**src/vga_pkg.sv**
```systemverilog
package vga_pkg;

    // horizontal timing in pixel clocks
    localparam int H_VISIBLE = 640;
    localparam int H_FRONT   = 16;
    localparam int H_SYNC    = 96;
    localparam int H_BACK    = 48;
    // full line of 800 clocks
    localparam int H_TOTAL   = H_VISIBLE + H_FRONT + H_SYNC + H_BACK;

    // vertical timing in lines
    localparam int V_VISIBLE = 480;
    localparam int V_FRONT   = 10;
    localparam int V_SYNC    = 2;
    localparam int V_BACK    = 33;
    // full frame of 525 lines
    localparam int V_TOTAL   = V_VISIBLE + V_FRONT + V_SYNC + V_BACK;

    // sprite edge in pixels
    localparam int SPRITE_SIZE = 16;

    // raster counters and sprite coordinates
    typedef logic [9:0] h_count_t;
    typedef logic [9:0] v_count_t;
    typedef logic [8:0] pos_t;

    // one colour channel of the vga connector
    typedef logic [2:0] color_t;

    localparam color_t COLOR_ON  = '1;
    localparam color_t COLOR_OFF = '0;

    // hollow square with a two pixel border
    // index is the sprite row
    // bit c lights column c of that row
    localparam logic [SPRITE_SIZE-1:0] SPRITE_BITMAP [SPRITE_SIZE] = '{
        16'b1111_1111_1111_1111,
        16'b1111_1111_1111_1111,
        16'b1100_0000_0000_0011,
        16'b1100_0000_0000_0011,
        16'b1100_0000_0000_0011,
        16'b1100_0000_0000_0011,
        16'b1100_0000_0000_0011,
        16'b1100_0000_0000_0011,
        16'b1100_0000_0000_0011,
        16'b1100_0000_0000_0011,
        16'b1100_0000_0000_0011,
        16'b1100_0000_0000_0011,
        16'b1100_0000_0000_0011,
        16'b1100_0000_0000_0011,
        16'b1111_1111_1111_1111,
        16'b1111_1111_1111_1111
    };

endpackage

```
**src/raster_if.sv**
```systemverilog
`timescale 1ns/100ps

interface raster_if
    import vga_pkg::*;
();

    // raster position of the current pixel
    h_count_t h_count;
    v_count_t v_count;

    // high inside the 640x480 area
    logic     visible;

    // active low sync levels, aligned with the counts above
    logic     hsync_n;
    logic     vsync_n;

    // driving side, one per pipeline stage
    modport source (
        output h_count, v_count, visible, hsync_n, vsync_n
    );

    // consuming side
    modport sink (
        input  h_count, v_count, visible, hsync_n, vsync_n
    );

endinterface

```
**src/vga_timing_gen.sv**
```systemverilog
`timescale 1ns/100ps

module vga_timing_gen
    import vga_pkg::*;
(
    input  logic     i_Clk,
    input  logic     i_rst_n,
    raster_if.source raster
);

    // free running pixel and line counters
    h_count_t h_cnt;
    v_count_t v_cnt;

    // end of line and end of frame
    logic h_last;
    logic v_last;

    // window decodes taken straight off the counters
    logic h_sync_win;
    logic v_sync_win;
    logic in_visible;

    assign h_last = (h_cnt == h_count_t'(H_TOTAL - 1));
    assign v_last = (v_cnt == v_count_t'(V_TOTAL - 1));

    // hsync window spans pixels 656 to 751
    assign h_sync_win = (h_cnt >= h_count_t'(H_VISIBLE + H_FRONT)) &&
                        (h_cnt <  h_count_t'(H_VISIBLE + H_FRONT + H_SYNC));

    // vsync window spans lines 490 and 491
    assign v_sync_win = (v_cnt >= v_count_t'(V_VISIBLE + V_FRONT)) &&
                        (v_cnt <  v_count_t'(V_VISIBLE + V_FRONT + V_SYNC));

    assign in_visible = (h_cnt < h_count_t'(H_VISIBLE)) &&
                        (v_cnt < v_count_t'(V_VISIBLE));

    // pixel counter wraps every line, line counter every frame
    always_ff @(posedge i_Clk) begin
        if (!i_rst_n) begin
            h_cnt <= '0;
            v_cnt <= '0;
        end else begin
            if (h_last) begin
                h_cnt <= '0;
                // step to next line, wrap at frame end
                if (v_last) begin
                    v_cnt <= '0;
                end else begin
                    v_cnt <= v_cnt + 1'b1;
                end
            end else begin
                h_cnt <= h_cnt + 1'b1;
            end
        end
    end

    // stage 0 register
    // counts go out with their decoded levels, one cycle late
    always_ff @(posedge i_Clk) begin
        if (!i_rst_n) begin
            raster.h_count <= '0;
            raster.v_count <= '0;
            raster.visible <= 1'b0;
            raster.hsync_n <= 1'b1;
            raster.vsync_n <= 1'b1;
        end else begin
            raster.h_count <= h_cnt;
            raster.v_count <= v_cnt;
            raster.visible <= in_visible;
            // syncs are active low
            raster.hsync_n <= !h_sync_win;
            raster.vsync_n <= !v_sync_win;
        end
    end

endmodule

```
**src/sprite_pos_latch.sv**
```systemverilog
`timescale 1ns/100ps

module sprite_pos_latch
    import vga_pkg::*;
(
    input  logic   i_Clk,
    input  logic   i_rst_n,
    input  pos_t   i_x_pos,
    input  pos_t   i_y_pos,
    raster_if.sink raster,
    output pos_t   o_sprite_x,
    output pos_t   o_sprite_y
);

    // vsync level from the previous cycle
    logic vsync_n_q;

    // one cycle strobe at the start of vertical sync
    logic vsync_fall;

    assign vsync_fall = vsync_n_q && !raster.vsync_n;

    // edge detect register
    always_ff @(posedge i_Clk) begin
        if (!i_rst_n) begin
            // idle level, no false edge out of reset
            vsync_n_q <= 1'b1;
        end else begin
            vsync_n_q <= raster.vsync_n;
        end
    end

    // position sampled once per frame
    // vsync starts at line 490, well clear of the visible lines,
    // so the whole next frame sees one position
    always_ff @(posedge i_Clk) begin
        if (!i_rst_n) begin
            o_sprite_x <= '0;
            o_sprite_y <= '0;
        end else if (vsync_fall) begin
            o_sprite_x <= i_x_pos;
            o_sprite_y <= i_y_pos;
        end
    end

    // inputs are plain levels
    // anything they do between vsync edges is ignored

endmodule

```
**src/sprite_renderer.sv**
```systemverilog
`timescale 1ns/100ps

module sprite_renderer
    import vga_pkg::*;
(
    input  logic     i_Clk,
    input  logic     i_rst_n,
    input  pos_t     i_sprite_x,
    input  pos_t     i_sprite_y,
    raster_if.sink   raster_in,
    raster_if.source raster_out,
    output logic     o_pixel_on
);

    // bits needed to index one sprite row or column
    localparam int OFF_W = $clog2(SPRITE_SIZE);

    // box corners widened to the counter width
    // x0 + 16 stays below 1024, no overflow
    h_count_t box_x0;
    h_count_t box_x1;
    v_count_t box_y0;
    v_count_t box_y1;

    // offsets of the raster point inside the box
    h_count_t col_diff;
    v_count_t row_diff;
    logic [OFF_W-1:0] col_off;
    logic [OFF_W-1:0] row_off;

    // box hit and bitmap bit
    logic in_box_x;
    logic in_box_y;
    logic bitmap_bit;
    logic pixel_hit;

    assign box_x0 = h_count_t'(i_sprite_x);
    assign box_y0 = v_count_t'(i_sprite_y);
    assign box_x1 = box_x0 + h_count_t'(SPRITE_SIZE);
    assign box_y1 = box_y0 + v_count_t'(SPRITE_SIZE);

    // half open range [x0, x0+16)
    assign in_box_x = (raster_in.h_count >= box_x0) && (raster_in.h_count < box_x1);
    assign in_box_y = (raster_in.v_count >= box_y0) && (raster_in.v_count < box_y1);

    // only the low bits matter once inside the box
    assign col_diff = raster_in.h_count - box_x0;
    assign row_diff = raster_in.v_count - box_y0;
    assign col_off  = col_diff[OFF_W-1:0];
    assign row_off  = row_diff[OFF_W-1:0];

    // row picks the word, column picks the bit
    assign bitmap_bit = SPRITE_BITMAP[row_off][col_off];

    // offsets are junk outside the box, hence the gate
    // box parts past the screen edge are blanked later on
    assign pixel_hit = in_box_x && in_box_y && bitmap_bit;

    // stage 1 control and pixel decision
    always_ff @(posedge i_Clk) begin
        if (!i_rst_n) begin
            o_pixel_on         <= 1'b0;
            raster_out.visible <= 1'b0;
            raster_out.hsync_n <= 1'b1;
            raster_out.vsync_n <= 1'b1;
        end else begin
            o_pixel_on         <= pixel_hit;
            raster_out.visible <= raster_in.visible;
            raster_out.hsync_n <= raster_in.hsync_n;
            raster_out.vsync_n <= raster_in.vsync_n;
        end
    end

    // counts carried along so the copy stays aligned
    always_ff @(posedge i_Clk) begin
        raster_out.h_count <= raster_in.h_count;
        raster_out.v_count <= raster_in.v_count;
    end

endmodule

```
**src/vga_output_stage.sv**
```systemverilog
`timescale 1ns/100ps

module vga_output_stage
    import vga_pkg::*;
(
    input  logic   i_Clk,
    input  logic   i_rst_n,
    raster_if.sink raster,
    input  logic   i_pixel_on,
    output logic   o_hsync,
    output logic   o_vsync,
    output color_t o_red,
    output color_t o_grn,
    output color_t o_blu
);

    // lit only inside the visible area
    logic   lit;

    // same level on all three channels, white or black
    color_t pix_color;

    // the only blanking point in the pipe
    assign lit       = i_pixel_on && raster.visible;
    assign pix_color = lit ? COLOR_ON : COLOR_OFF;

    // stage 2, drives the pins
    // sync and colour leave on the same edge
    always_ff @(posedge i_Clk) begin
        if (!i_rst_n) begin
            o_hsync <= 1'b1;
            o_vsync <= 1'b1;
            o_red   <= COLOR_OFF;
            o_grn   <= COLOR_OFF;
            o_blu   <= COLOR_OFF;
        end else begin
            o_hsync <= raster.hsync_n;
            o_vsync <= raster.vsync_n;
            // monochrome sprite
            o_red   <= pix_color;
            o_grn   <= pix_color;
            o_blu   <= pix_color;
        end
    end

    // raster counts arrive too but are not needed here
    // blanking relies on the visible level alone

endmodule

```
**src/sprite_display_top.sv**
```systemverilog
`timescale 1ns/100ps

module sprite_display_top
    import vga_pkg::*;
(
    input  logic   i_Clk,
    input  logic   i_rst_n,
    input  pos_t   i_x_pos,
    input  pos_t   i_y_pos,
    output logic   o_vga_hsync,
    output logic   o_vga_vsync,
    output color_t o_vga_red,
    output color_t o_vga_grn,
    output color_t o_vga_blu
);

    // stage 0 raster from the timing generator
    raster_if raster_s0 ();
    // stage 1 copy, aligned with pixel_on
    raster_if raster_s1 ();

    // position held for the current frame
    pos_t sprite_x;
    pos_t sprite_y;

    // sprite covers the stage 1 pixel
    logic pixel_on;

    vga_timing_gen u_timing (
        .i_Clk   (i_Clk),
        .i_rst_n (i_rst_n),
        .raster  (raster_s0)
    );

    sprite_pos_latch u_pos_latch (
        .i_Clk      (i_Clk),
        .i_rst_n    (i_rst_n),
        .i_x_pos    (i_x_pos),
        .i_y_pos    (i_y_pos),
        .raster     (raster_s0),
        .o_sprite_x (sprite_x),
        .o_sprite_y (sprite_y)
    );

    sprite_renderer u_renderer (
        .i_Clk      (i_Clk),
        .i_rst_n    (i_rst_n),
        .i_sprite_x (sprite_x),
        .i_sprite_y (sprite_y),
        .raster_in  (raster_s0),
        .raster_out (raster_s1),
        .o_pixel_on (pixel_on)
    );

    vga_output_stage u_output (
        .i_Clk      (i_Clk),
        .i_rst_n    (i_rst_n),
        .raster     (raster_s1),
        .i_pixel_on (pixel_on),
        .o_hsync    (o_vga_hsync),
        .o_vsync    (o_vga_vsync),
        .o_red      (o_vga_red),
        .o_grn      (o_vga_grn),
        .o_blu      (o_vga_blu)
    );

endmodule

```
**config.mk**
```make
export PLATFORM = sky130hd
export DESIGN_NAME = sprite_display_top
export DESIGN_NICKNAME = d
export VERILOG_FILES = /design/src/vga_pkg.sv /design/src/raster_if.sv /design/src/vga_timing_gen.sv /design/src/sprite_pos_latch.sv /design/src/sprite_renderer.sv /design/src/vga_output_stage.sv /design/src/sprite_display_top.sv
export SDC_FILE = /design/constraint.sdc
export NUM_CORES = 1
export LEC_CHECK = 0
export ABC_AREA = 0
export ABC_CLOCK_PERIOD_IN_PS = 5700
export BUFFER_PORTS_ARGS = -buffer_cell sky130_fd_sc_hd__buf_2
export CAP_MARGIN = 40
export CORE_MARGIN = 2
export CORE_UTILIZATION = 60
export CTS_CLUSTER_SIZE = 8
export DETAILED_ROUTE_END_ITERATION = 12
export PLACE_DENSITY = 0.9
export SLEW_MARGIN = 20
export SYNTH_ARGS = -nofsm -noshare
export SYNTH_HDL_FRONTEND = slang
export SYNTH_HIERARCHICAL = 1
export SYNTH_SLANG_ARGS = --single-unit
```
**constraint.sdc**
```tcl
create_clock -name i_Clk -period 5.7 [get_ports i_Clk]
set_input_delay 1.14 -clock i_Clk [delete_from_list [all_inputs] [get_ports i_Clk]]
set_output_delay 1.14 -clock i_Clk [all_outputs]
set_load 0.02 [all_outputs]
```
==> metrics.md <==
| Metric | Value |
|---|---|
| Initial Util | 0.615 |
| Antenna Nets Post-Route | 0 |
| H-tree level count | 3 |
| Final nets | 472 |
| Peak supply drop | 0.177 mV |
| Count of buffer and inverter cells on the critical path | 0 |
| Postcts setup bufs | 0 |
| Via count of the first global-routing pass | 2598 |
| Worst hold path type | flop to flop |
| Grt total ovfl | 0 |
| First-pass GRT wire length | 11.7 mm |
| Syn nets | 453 |
| Final Util | 0.668 |
| Gpl congestion | 0.868 |
| CP Depth | 9 |
| Worst path most repeated cell | ha_1 |
| Total inserted antenna cells | 0 |
| DRT Wirelength | 7.32 mm |
| Post-Synthesis Cells | 394 |
| CP endpoint kind | flop |
| Leak | 1.61 nW |
| RSZ-0062 raised after global routing | no |
| 1st-pass router iterations | 5 |
| PostCTS Resize Cnt | 0 |
| Mapped cell area | 3620 um^2 |
| Slowest stage delay, CP | 0.46 ns |
| I/O pins | 31 |
| P&R area growth vs syn | 8.65% |
| CP arrival | 2.60 ns |
| Clk_lat worst skew | 0.35 ns |
| Internal power | 719 uW |
| Total CTS buffers | 9 |
| Initial antenna violation count | 0 |
| Comb pwr share | 0.041 |
| Share of cells above drive strength 1 | 0.129 |
| Root cell of the clock tree | clkbuf_8 |
| Core Footprint | 5890 um^2 |
| Yosys warning count | 6 |
| Via count | 2762 |
| Hold path cells | 1 |
| Number of instances in the placed design | 477 |
| # Max-Cap Violations | 0 |
| Post-CTS Hold Buffers | 0 |
| CTS tree | yes |
| Worst-path clk slew | 0.08 ns |
| CP cell instances | ha_1 > nand3_1 > xnor2_1 > ha_1 > a21oi_1 > nand2_1 > a221oi_1 > o21ai_0 > nor4_2 |
| Worst Skew | 0.00996 ns |
| CP Max Fanout | 6 |
| Clock power share | 0.437 |
| Port Buffers | 30 |
| Syn Area/Cell | 9.18 um^2 |
| Tcrit/Tclk final | 0.410 |
| HPWL after DPL | 5.07 mm |
| Final hold vios | 0 |
| Routed len/inst | 14.9 um |
| Net Switching | 220 uW |
| Critical path startpoint category | flop |
| Worst Max-Slew Pin Slew | 0.642 ns |
| GRT Total Usage | 0.232 |
| Die area | 6670 um^2 |
| Slew margin rel. | 0.571 |
| Final Max Tran Viols | 0 |
| Chip height | 81.6 um |
| F_max | 428 MHz |
| Initial DRC count | 129 |
| Critical Path Slowest Stage Cell | dfxtp_1 |
| Switching share of total power | 0.235 |
| Cell Count, Final, Fillers Out | 493 |
| Site row count | 28 |
| Drt drc | 0 |
| Final setup vio count | 0 |
| Power Density | 239 nW/um^2 |
| Clock sink total | 69 |
| Sequential power share | 0.522 |
| Status | completed |
| Clock buffer depth | 2 |
| Worst-case reg-to-reg path depth | 9 |
| Hold_ws | 0.417 ns |
| DIE WIDTH | 81.6 um |
| Minimum clock period | 2.33 ns |
| Vias per cell | 5.60 |
| Worst Path Required | 5.97 ns |
| Setup TNS | 0 ns |
| Worst path top cell family by delay | compound AO/OA/AOI/OAI gates |
| CP Class | flop to flop |
| Largest net degree at the start of global routing | 37 |
## through the flow
stage | total power, mW | setup WS (ns) | instance area, um^2
global placement | 0.533 | 3.01 | 3690
global route | 0.973 | 3.26 | 3930
CTS | 0.946 | 3.37 | 3930
finish | 0.939 | 3.37 | 3930
floorplan | 0.525 | 3.67 | 3620
detailed placement | 0.537 | 3.27 | 3720
## layer usage
layer	GRT usage	part of all wire	up-vias
li1	-	-	1371
met1	0.264	0.44	1261
met3	0.0648	0.052	36
met5	0	0	-
met4	0.138	0.035	0
met2	0.386	0.48	94
## power groups by stage
stage	clock network, mW	logic [mW]	registers, mW
after floorplan	0	0.0258	0.499
after global placement	0	0.0327	0.501
after detailed placement	0	0.0365	0.501
after CTS	0.418	0.0383	0.490
after global routing	0.440	0.0424	0.490
final	0.411	0.0383	0.490
## worst reg2reg max path: stages (launching register included)
cell and delay (ns):
dfxtp_1 0.46, ha_1 0.25, nand3_1 0.11, xnor2_1 0.15, ha_1 0.31, a21oi_1 0.15, nand2_1 0.09, a221oi_1 0.38
o21ai_0 0.21, nor4_2 0.15
## registers in the layout, indices dropped and copies added, names as in the netlist
name and count:
u_timing/h_cnt 10, u_timing/raster.h_count 10, u_timing/raster.v_count 10, u_timing/v_cnt 10, u_pos_latch/o_sprite_x 9, u_pos_latch/o_sprite_y 9
u_output/o_blu 1, u_output/o_hsync 1, u_output/o_vsync 1, u_pos_latch/vsync_n_q 1, u_renderer/o_pixel_on 1, u_renderer/raster_out.hsync_n 1
u_renderer/raster_out.visible 1, u_renderer/raster_out.vsync_n 1, u_timing/raster.hsync_n 1, u_timing/raster.visible 1, u_timing/raster.vsync_n 1
## worst paths after layout
check                                      from                     to  slack [ns]
hold / removal    u_renderer/raster_out.hsync_n       u_output/o_hsync        0.42
setup / recovery      u_pos_latch/o_sprite_y[4]  u_renderer/o_pixel_on        3.37
setup reg to reg      u_pos_latch/o_sprite_y[4]  u_renderer/o_pixel_on        3.37
hold reg to reg   u_renderer/raster_out.hsync_n       u_output/o_hsync        0.42
## cell usage in the layout (no fill, tap or decap), drive strengths merged, types with 2 or more instances in the layout
master and count:
mux2i 19, and3 5, or3 4, nand2b 5, nand4 9, and4 2, xor2 7, nor4b 2
o2111ai 2, o21ai 10, a21o 6, o21bai 2, fa 2, nand3 16, nand2 48, dfxtp 69
xnor2 17, clkinv 2, inv 27, nor2 19, buf 31, and2 25, nor2b 2, nor3 8
clkbuf 10, nor4 4, a21oi 13, ha 37, clkinvlp 2
## final cells by class
type | instances | area, um^2
inverter | 26 | 97.6
timing repair buffer | 31 | 178
clock buffer | 10 | 138
fill | 434 | 1960
multi-input combinational | 276 | 1970
sequential | 69 | 1380
clock inverter | 6 | 71.3
tap | 75 | 93.8
Power figures use the tool's default switching activity.
